--- src/include/hier_interco_params.svh ---
// Global widths and fan-out of the hierarchical interconnect
// Per-ID transaction limit of the ID remapper

`ifndef HIER_INTERCO_PARAMS_SVH
`define HIER_INTERCO_PARAMS_SVH

// Bus payload widths
`define ADDR_W 16
`define DATA_W 32

// Transaction ID width seen on every requester-side port
`define ID_W 2

// Tree shape
`define PORTS_PER_MUX 2
// log2 of PORTS_PER_MUX, the tag added by each mux
`define SEL_W 1
`define NUM_PORTS 4

// Outstanding transactions one narrow ID may carry
`define MAX_TXNS_PER_ID 4

`endif

--- src/hdl/interco_pkg.sv ---
// Channel structs for the request and response paths
// Wide variants used between mux and remapper
// Remap table entry state

`include "hier_interco_params.svh"

package interco_pkg;

  ////////////////////////////////////////
  // Port-width channels
  ////////////////////////////////////////

  // Request beat, address plus optional write data
  typedef struct packed {
    logic                   valid;
    logic [`ADDR_W-1:0]     addr;
    logic                   write;
    logic [`DATA_W-1:0]     wdata;
    logic [`DATA_W/8-1:0]   strb;
    logic [`ID_W-1:0]       id;
  } bus_req_t;

  // Response beat, read data is zero for writes
  typedef struct packed {
    logic                   valid;
    logic [`DATA_W-1:0]     rdata;
    logic                   err;
    logic [`ID_W-1:0]       id;
  } bus_rsp_t;

  ////////////////////////////////////////
  // Channels inside one tree level
  ////////////////////////////////////////

  // ID carries the input port tag in its low bits
  typedef struct packed {
    logic                       valid;
    logic [`ADDR_W-1:0]         addr;
    logic                       write;
    logic [`DATA_W-1:0]         wdata;
    logic [`DATA_W/8-1:0]       strb;
    logic [`ID_W+`SEL_W-1:0]    id;
  } wide_req_t;

  typedef struct packed {
    logic                       valid;
    logic [`DATA_W-1:0]         rdata;
    logic                       err;
    logic [`ID_W+`SEL_W-1:0]    id;
  } wide_rsp_t;

  typedef enum logic {
    FREE = 1'b0,
    BUSY = 1'b1
  } remap_state_e;

endpackage

--- src/hdl/hier_interco.sv ---
// One level of the interconnect tree
// Leaf level is a mux followed by an ID remapper
// Larger levels recurse over port slices and then over their outputs

`timescale 1ns/1ps

`include "hier_interco_params.svh"

module hier_interco #(
  // Must be a power of PORTS_PER_MUX
  parameter int unsigned NUM_SLV = `NUM_PORTS
) (
  input  logic                                clk_i,
  input  logic                                rst_n_i,
  input  interco_pkg::bus_req_t [NUM_SLV-1:0] slv_req_i,
  output logic                  [NUM_SLV-1:0] slv_req_ready_o,
  output interco_pkg::bus_rsp_t [NUM_SLV-1:0] slv_rsp_o,
  input  logic                  [NUM_SLV-1:0] slv_rsp_ready_i,
  output interco_pkg::bus_req_t               mst_req_o,
  input  logic                                mst_req_ready_i,
  input  interco_pkg::bus_rsp_t               mst_rsp_i,
  output logic                                mst_rsp_ready_o
);

  import interco_pkg::*;

  if (NUM_SLV == `PORTS_PER_MUX) begin : gen_leaf

    // Tagged channel between mux and remapper
    wide_req_t mux_req;
    logic      mux_req_ready;
    wide_rsp_t mux_rsp;
    logic      mux_rsp_ready;

    req_mux i_req_mux (
      .clk_i           (clk_i),
      .rst_n_i         (rst_n_i),
      .slv_req_i       (slv_req_i),
      .slv_req_ready_o (slv_req_ready_o),
      .slv_rsp_o       (slv_rsp_o),
      .slv_rsp_ready_i (slv_rsp_ready_i),
      .mst_req_o       (mux_req),
      .mst_req_ready_i (mux_req_ready),
      .mst_rsp_i       (mux_rsp),
      .mst_rsp_ready_o (mux_rsp_ready)
    );

    id_remap i_id_remap (
      .clk_i           (clk_i),
      .rst_n_i         (rst_n_i),
      .slv_req_i       (mux_req),
      .slv_req_ready_o (mux_req_ready),
      .slv_rsp_o       (mux_rsp),
      .slv_rsp_ready_i (mux_rsp_ready),
      .mst_req_o       (mst_req_o),
      .mst_req_ready_i (mst_req_ready_i),
      .mst_rsp_i       (mst_rsp_i),
      .mst_rsp_ready_o (mst_rsp_ready_o)
    );

  end else begin : gen_recurse

    localparam int unsigned NUM_MUX = NUM_SLV / `PORTS_PER_MUX;

    // Outputs of the lower sub-levels
    bus_req_t [NUM_MUX-1:0] sub_req;
    logic     [NUM_MUX-1:0] sub_req_ready;
    bus_rsp_t [NUM_MUX-1:0] sub_rsp;
    logic     [NUM_MUX-1:0] sub_rsp_ready;

    for (genvar g = 0; g < NUM_MUX; g++) begin : gen_sub
      hier_interco #(
        .NUM_SLV (`PORTS_PER_MUX)
      ) i_sub (
        .clk_i           (clk_i),
        .rst_n_i         (rst_n_i),
        .slv_req_i       (slv_req_i[g*`PORTS_PER_MUX +: `PORTS_PER_MUX]),
        .slv_req_ready_o (slv_req_ready_o[g*`PORTS_PER_MUX +: `PORTS_PER_MUX]),
        .slv_rsp_o       (slv_rsp_o[g*`PORTS_PER_MUX +: `PORTS_PER_MUX]),
        .slv_rsp_ready_i (slv_rsp_ready_i[g*`PORTS_PER_MUX +: `PORTS_PER_MUX]),
        .mst_req_o       (sub_req[g]),
        .mst_req_ready_i (sub_req_ready[g]),
        .mst_rsp_i       (sub_rsp[g]),
        .mst_rsp_ready_o (sub_rsp_ready[g])
      );
    end

    // Upper level merges the sub-level outputs
    hier_interco #(
      .NUM_SLV (NUM_MUX)
    ) i_upper (
      .clk_i           (clk_i),
      .rst_n_i         (rst_n_i),
      .slv_req_i       (sub_req),
      .slv_req_ready_o (sub_req_ready),
      .slv_rsp_o       (sub_rsp),
      .slv_rsp_ready_i (sub_rsp_ready),
      .mst_req_o       (mst_req_o),
      .mst_req_ready_i (mst_req_ready_i),
      .mst_rsp_i       (mst_rsp_i),
      .mst_rsp_ready_o (mst_rsp_ready_o)
    );

  end

endmodule

--- src/hdl/id_remap.sv ---
// Table-based compression of tagged IDs back to the port ID width
// Outstanding counter per table entry, entry freed at zero

`timescale 1ns/1ps

`include "hier_interco_params.svh"

module id_remap (
  input  logic                   clk_i,
  input  logic                   rst_n_i,
  input  interco_pkg::wide_req_t slv_req_i,
  output logic                   slv_req_ready_o,
  output interco_pkg::wide_rsp_t slv_rsp_o,
  input  logic                   slv_rsp_ready_i,
  output interco_pkg::bus_req_t  mst_req_o,
  input  logic                   mst_req_ready_i,
  input  interco_pkg::bus_rsp_t  mst_rsp_i,
  output logic                   mst_rsp_ready_o
);

  import interco_pkg::*;

  localparam int unsigned TABLE_N   = 2 ** `ID_W;
  localparam int unsigned WIDE_ID_W = `ID_W + `SEL_W;
  localparam int unsigned CNT_W     = $clog2(`MAX_TXNS_PER_ID + 1);

  // Remap table
  remap_state_e         state_q   [TABLE_N];
  logic [WIDE_ID_W-1:0] wide_id_q [TABLE_N];
  logic [CNT_W-1:0]     cnt_q     [TABLE_N];
  logic [CNT_W-1:0]     cnt_d     [TABLE_N];

  logic                 match_found;
  logic                 free_found;
  logic [`ID_W-1:0]     match_idx;
  logic [`ID_W-1:0]     free_idx;
  logic [`ID_W-1:0]     sel_idx;
  logic                 can_issue;

  // Pins the chosen entry while the downstream stalls
  logic                 hold_q;
  logic [`ID_W-1:0]     hold_idx_q;

  logic                 req_fire;
  logic                 rsp_fire;
  logic [`ID_W-1:0]     rsp_idx;

  ////////////////////////////////////////
  // Request path
  ////////////////////////////////////////

  // Reuse an entry with room for this ID, else the lowest free one
  always_comb begin
    match_found = 1'b0;
    match_idx   = '0;
    free_found  = 1'b0;
    free_idx    = '0;
    for (int i = 0; i < TABLE_N; i++) begin
      if (!match_found && state_q[i] == BUSY && wide_id_q[i] == slv_req_i.id &&
          cnt_q[i] < CNT_W'(`MAX_TXNS_PER_ID)) begin
        match_found = 1'b1;
        match_idx   = `ID_W'(i);
      end
      if (!free_found && state_q[i] == FREE) begin
        free_found = 1'b1;
        free_idx   = `ID_W'(i);
      end
    end
  end

  assign sel_idx   = hold_q ? hold_idx_q : (match_found ? match_idx : free_idx);
  assign can_issue = hold_q || match_found || free_found;

  always_comb begin
    mst_req_o.valid = slv_req_i.valid && can_issue;
    mst_req_o.addr  = slv_req_i.addr;
    mst_req_o.write = slv_req_i.write;
    mst_req_o.wdata = slv_req_i.wdata;
    mst_req_o.strb  = slv_req_i.strb;
    mst_req_o.id    = sel_idx;
  end

  assign slv_req_ready_o = mst_req_ready_i && can_issue;
  assign req_fire        = slv_req_i.valid && slv_req_ready_o;

  ////////////////////////////////////////
  // Response path
  ////////////////////////////////////////

  assign rsp_idx         = mst_rsp_i.id;
  assign mst_rsp_ready_o = slv_rsp_ready_i;
  assign rsp_fire        = mst_rsp_i.valid && slv_rsp_ready_i;

  always_comb begin
    slv_rsp_o.valid = mst_rsp_i.valid;
    slv_rsp_o.rdata = mst_rsp_i.rdata;
    slv_rsp_o.err   = mst_rsp_i.err;
    slv_rsp_o.id    = wide_id_q[rsp_idx];
  end

  ////////////////////////////////////////
  // Table update
  ////////////////////////////////////////

  always_comb begin
    for (int i = 0; i < TABLE_N; i++) begin
      cnt_d[i] = cnt_q[i];
      if (req_fire && sel_idx == `ID_W'(i)) begin
        cnt_d[i] = cnt_d[i] + CNT_W'(1);
      end
      if (rsp_fire && rsp_idx == `ID_W'(i)) begin
        cnt_d[i] = cnt_d[i] - CNT_W'(1);
      end
    end
  end

  always_ff @(posedge clk_i or negedge rst_n_i) begin
    if (!rst_n_i) begin
      for (int i = 0; i < TABLE_N; i++) begin
        state_q[i] <= FREE;
        cnt_q[i]   <= '0;
      end
      hold_q     <= 1'b0;
      hold_idx_q <= '0;
    end else begin
      for (int i = 0; i < TABLE_N; i++) begin
        cnt_q[i]   <= cnt_d[i];
        state_q[i] <= (cnt_d[i] == '0) ? FREE : BUSY;
      end
      hold_q <= mst_req_o.valid && !mst_req_ready_i;
      if (mst_req_o.valid && !mst_req_ready_i) begin
        hold_idx_q <= sel_idx;
      end
    end
  end

  // Stored wide ID, rewritten on every issue to the entry
  always_ff @(posedge clk_i) begin
    for (int i = 0; i < TABLE_N; i++) begin
      if (req_fire && sel_idx == `ID_W'(i)) begin
        wide_id_q[i] <= slv_req_i.id;
      end
    end
  end

endmodule

--- src/hdl/interco_top.sv ---
// Top level with four requester ports and one memory port
// Two tree levels of two-input muxes

`timescale 1ns/1ps

`include "hier_interco_params.svh"

module interco_top (
  input  logic                                   clk_i,
  input  logic                                   rst_n_i,
  // Requester side
  input  interco_pkg::bus_req_t [`NUM_PORTS-1:0] req_i,
  output logic                  [`NUM_PORTS-1:0] req_ready_o,
  output interco_pkg::bus_rsp_t [`NUM_PORTS-1:0] rsp_o,
  input  logic                  [`NUM_PORTS-1:0] rsp_ready_i,
  // Memory side
  output interco_pkg::bus_req_t                  mem_req_o,
  input  logic                                   mem_req_ready_i,
  input  interco_pkg::bus_rsp_t                  mem_rsp_i,
  output logic                                   mem_rsp_ready_o
);

  import interco_pkg::*;

  hier_interco #(
    .NUM_SLV (`NUM_PORTS)
  ) i_hier_interco (
    .clk_i           (clk_i),
    .rst_n_i         (rst_n_i),
    .slv_req_i       (req_i),
    .slv_req_ready_o (req_ready_o),
    .slv_rsp_o       (rsp_o),
    .slv_rsp_ready_i (rsp_ready_i),
    .mst_req_o       (mem_req_o),
    .mst_req_ready_i (mem_req_ready_i),
    .mst_rsp_i       (mem_rsp_i),
    .mst_rsp_ready_o (mem_rsp_ready_o)
  );

endmodule

--- src/hdl/req_mux.sv ---
// Round-robin merge of request channels into one tagged output
// One-beat spill register on the request path
// Response routing back to the input port by ID tag

`timescale 1ns/1ps

`include "hier_interco_params.svh"

module req_mux (
  input  logic                                       clk_i,
  input  logic                                       rst_n_i,
  input  interco_pkg::bus_req_t [`PORTS_PER_MUX-1:0] slv_req_i,
  output logic                  [`PORTS_PER_MUX-1:0] slv_req_ready_o,
  output interco_pkg::bus_rsp_t [`PORTS_PER_MUX-1:0] slv_rsp_o,
  input  logic                  [`PORTS_PER_MUX-1:0] slv_rsp_ready_i,
  output interco_pkg::wide_req_t                     mst_req_o,
  input  logic                                       mst_req_ready_i,
  input  interco_pkg::wide_rsp_t                     mst_rsp_i,
  output logic                                       mst_rsp_ready_o
);

  import interco_pkg::*;

  localparam int unsigned SEL_W     = `SEL_W;
  localparam int unsigned WIDE_ID_W = `ID_W + `SEL_W;

  // Arbiter
  logic [SEL_W-1:0] rr_q;
  logic [SEL_W-1:0] cand;
  logic [SEL_W-1:0] grant_idx;
  logic             req_found;

  // Spill register
  logic             spill_valid_q;
  wide_req_t        spill_q;
  wide_req_t        spill_d;
  logic             spill_ready;
  logic             accept;

  // Response routing
  logic [SEL_W-1:0] rsp_sel;

  ////////////////////////////////////////
  // Round-robin arbitration
  ////////////////////////////////////////

  // Search starts at the port after the last winner
  always_comb begin
    req_found = 1'b0;
    grant_idx = rr_q;
    cand      = rr_q;
    for (int i = 0; i < `PORTS_PER_MUX; i++) begin
      cand = rr_q + SEL_W'(i);
      if (!req_found && slv_req_i[cand].valid) begin
        req_found = 1'b1;
        grant_idx = cand;
      end
    end
  end

  // Free slot, or the held beat leaves this cycle
  assign spill_ready = !spill_valid_q || mst_req_ready_i;
  assign accept      = req_found && spill_ready;

  always_comb begin
    slv_req_ready_o            = '0;
    slv_req_ready_o[grant_idx] = accept;
  end

  // Tag goes below the requester's own ID
  always_comb begin
    spill_d.valid = 1'b1;
    spill_d.addr  = slv_req_i[grant_idx].addr;
    spill_d.write = slv_req_i[grant_idx].write;
    spill_d.wdata = slv_req_i[grant_idx].wdata;
    spill_d.strb  = slv_req_i[grant_idx].strb;
    spill_d.id    = {slv_req_i[grant_idx].id, grant_idx};
  end

  ////////////////////////////////////////
  // Spill register
  ////////////////////////////////////////

  always_ff @(posedge clk_i or negedge rst_n_i) begin
    if (!rst_n_i) begin
      spill_valid_q <= 1'b0;
      rr_q          <= '0;
    end else begin
      if (accept) begin
        spill_valid_q <= 1'b1;
        rr_q          <= grant_idx + SEL_W'(1);
      end else if (mst_req_ready_i) begin
        spill_valid_q <= 1'b0;
      end
    end
  end

  always_ff @(posedge clk_i) begin
    if (accept) begin
      spill_q <= spill_d;
    end
  end

  always_comb begin
    mst_req_o       = spill_q;
    mst_req_o.valid = spill_valid_q;
  end

  ////////////////////////////////////////
  // Response routing
  ////////////////////////////////////////

  assign rsp_sel = mst_rsp_i.id[SEL_W-1:0];

  // Strip the tag, hand the upper bits back as the port ID
  always_comb begin
    for (int i = 0; i < `PORTS_PER_MUX; i++) begin
      slv_rsp_o[i].valid = mst_rsp_i.valid && (rsp_sel == SEL_W'(i));
      slv_rsp_o[i].rdata = mst_rsp_i.rdata;
      slv_rsp_o[i].err   = mst_rsp_i.err;
      slv_rsp_o[i].id    = mst_rsp_i.id[WIDE_ID_W-1:SEL_W];
    end
  end

  assign mst_rsp_ready_o = slv_rsp_ready_i[rsp_sel];

endmodule

--- config.mk ---
export PLATFORM = sky130hd
export DESIGN_NAME = interco_top
export DESIGN_NICKNAME = d
export VERILOG_FILES = /design/src/hdl/interco_pkg.sv /design/src/hdl/hier_interco.sv /design/src/hdl/id_remap.sv /design/src/hdl/interco_top.sv /design/src/hdl/req_mux.sv
export VERILOG_INCLUDE_DIRS = /design/src /design/src/include
export SDC_FILE = /design/constraint.sdc
export NUM_CORES = 1
export LEC_CHECK = 0
export BUFFER_PORTS_ARGS = -buffer_cell sky130_fd_sc_hd__buf_2
export CAP_MARGIN = 15
export CELL_PAD_IN_SITES_DETAIL_PLACEMENT = 1
export CELL_PAD_IN_SITES_GLOBAL_PLACEMENT = 2
export CORE_MARGIN = 4
export CORE_UTILIZATION = 36
export DETAILED_ROUTE_END_ITERATION = 16
export PLACE_DENSITY_LB_ADDON = 0.1
export SLEW_MARGIN = 30
export SYNTH_ARGS = -nofsm -noshare
export SYNTH_HDL_FRONTEND = slang
export SYNTH_SLANG_ARGS = --single-unit
--- constraint.sdc ---
create_clock -name clk_i -period 10.3 [get_ports clk_i]
set_input_delay 2.06 -clock clk_i [delete_from_list [all_inputs] [get_ports clk_i]]
set_output_delay 2.06 -clock clk_i [all_outputs]
set_load 0.01 [all_outputs]
==> metrics.txt <==
post-synthesis cell area=14,700 µm²; setup tns final=0 ns; CP arrival=4.12 ns; Initial Util=36.7%; Int Power=3.36 mW; final hold vios=0; register area share after synthesis=52.4%; CTS H-tree lvls=1; syn_area_per_cell=13.0 µm²; total CTS buffers=30; maximum clock path buffer count=3; Power Total=5.29 mW; Worst EP required=8.24 ns; CP endpoint kind=primary output; Post-Route WL=38,800 µm; Hold-fix buffers, CTS=0; Clock Pin Slew Worst Setup and Hold Paths=0.06 ns; Rows=73; Die H=210 µm; Max FO, Critical Path=13; Core Util, Final=41.2%; Power Density=321 nW/µm²; Sw Ratio=36.5%; Design Area, Final=16,500 µm²; clk sinks=267; IO Port Bufs=306; core area=40,100 µm²; fraction of registers with async set or reset after synthesis=23.6%; Final nets=1,552; P_leak=6.50 nW; first-pass GRT wire length=59,100 µm; clk_lat worst skew=0.55 ns; Seq pwr share=37.8%; DR vias/cell=4.90; number of global-route vias before repair=9,607; fin crit share=60.0%; FF+latch count, synth=267; GRT Resource Usage Total=17.2%; commonest non-fill, non-tap cells in the layout=buf_2 (306), edfxtp_1 (204), mux2_2 (169); Fill cells=4,240; commonest non-fill, non-tap cell in the layout=buf_2; Clock Skews=0.00847 ns; Area Growth Syn to Fin=12.2%; I/O pins=472; outcome=finished, final reports clean; die width=210 µm; share of cells above drive strength 1=44.7%; post-route antenna net violation count=0; Worst setup SP type=input port; WL/cell=21.4 µm; largest net degree at the start of global routing=64; Setup violations, final=0; Sw Pwr=1.93 mW; Die Area=44,200 µm²; Combinational Power Share=41.9%; Overflow after GRT=0; min cycle time layout=6.18 ns; actual slew at the worst max-slew pin=0.882 ns; # DRC=0; DR pass1 iterations=6; Ys Warns=0; Syn Nets=1,419; Syn Inst Count=1,128; RSZ-0062 raised after global routing=no; worst rel slew slack=40.7%; post-place setup slack=4.06 ns; ys flop type=edfxtp_1; Setup Fix Bufs, Post-CTS=0; Fmax=162 MHz; worst-case vdd ir drop=0.206 mV; Initial DRC Count=329; DP Wirelength=29,300 µm; critical path class=in2out; worst hold path type=reg2reg; max cap viols=0; Unique masters post-synth=74; clock power share=20.2%; initial antenna violation count=5; CTS tree=built; Post-synth EDFFs=204; setup ws final=4.12 ns; GP Congestion=0.766; CTS resizes=0; via count=8,877; Final Slew Violations=0; Placement Cell Area=15,500 µm²; Root Buffer=clkbuf_16
-- path summary, 6_finish.rpt --
kind                                    from              end  slack [ns]  depth (start not counted)
worst min register to register     flip-flop        flip-flop        0.50                          2
max in group asynchronous            rst_n_i        async pin        8.21                          2
min in group asynchronous            rst_n_i        async pin        1.61                          2
worst max register to register     flip-flop        flip-flop        5.83                         13
worst max-delay path            mem_rsp_i[0]  mem_rsp_ready_o        4.12                          7
worst min-delay path               flip-flop        flip-flop        0.50                          2
-- area by class of cell --
type / count / area [µm²] / share of cell area, %
Timing Repair Buffer: 317 / 1620 / 9.80
Sequential cell: 267 / 7700 / 46.7
Antenna cell: 3 / 7.51 / 0.0455
Multi-Input combinational cell: 620 / 5430 / 32.9
Clock inverter: 15 / 163 / 0.985
Inverter: 25 / 93.8 / 0.568
Clock buffer: 41 / 832 / 5.04
Tap cell: 525 / 657 / 3.98
-- routing by layer --
layer | share of wire [%] | global-route usage (%) | vias up | wire length, µm
li1 | - | - | 4196 | -
met1 | 42 | 22.5 | 4360 | 16400
met2 | 49 | 28.5 | 257 | 18900
met3 | 6.3 | 4.57 | 60 | 2450
met4 | 2.6 | 4.19 | 4 | 1010
met5 | 0.067 | 0 | - | 26
-- cell families after synthesis --
| logic type | Yosys count | share of synthesized area, % |
|---|---|---|
| adder cells (fa/ha/maj) | 24 | 2.04 |
| XOR/XNOR | 82 | 5.56 |
| AND/OR/NAND/NOR | 217 | 8.32 |
| multiplexers | 208 | 16.2 |
| flip-flops | 267 | 52.4 |
| AO/OA/AOI/OAI | 89 | 4.46 |
| buffers and inverters | 241 | 11.1 |
-- power by group through the flow --
stage	Combinational [mW]	Clock, mW	Sequential [mW]
detailed placement	2.26	0	2.03
global placement	2.24	0	2.01
floorplan	1.74	0	1.96
finish	2.22	1.07	2.00
global route	2.47	1.16	2.06
CTS	2.27	1.11	2.01
-- critical path: stages --
cell and delay (ns):
buf_2 0.27, mux4_2 0.77, mux2i_1 0.30, mux2i_1 0.26
nor2_1 0.12, a21oi_1 0.17, buf_2 0.15
-- synthesized netlist by cell type (all sizes together), types with 11 or more instances --
cell	n	area, µm²
edfxtp	204	6130
buf	195	1450
mux2	169	1900
dfrtp	63	1580
nand2	52	195
xnor2	46	403
nor2	35	139
mux2i	32	320
xor2	29	254
inv	25	93.8
ha	24	300
clkbuf	21	88.8
nor3	20	139
nand3	17	85.1
o21ai	17	88.8
nand2b	16	100
a21oi	12	60.1
nor2b	11	68.8
-- stage by stage --
stage | instances | hold slack (ns)
2_1_floorplan | 1128 | 0.450
3_3_place_gp | 1754 | 0.473
3_5_place_dp | 1754 | 0.485
4_1_cts | 1810 | 0.500
5_1_grt | 1811 | 0.533
6_report | 1813 | 0.501
(Power assumes the default switching activity.)
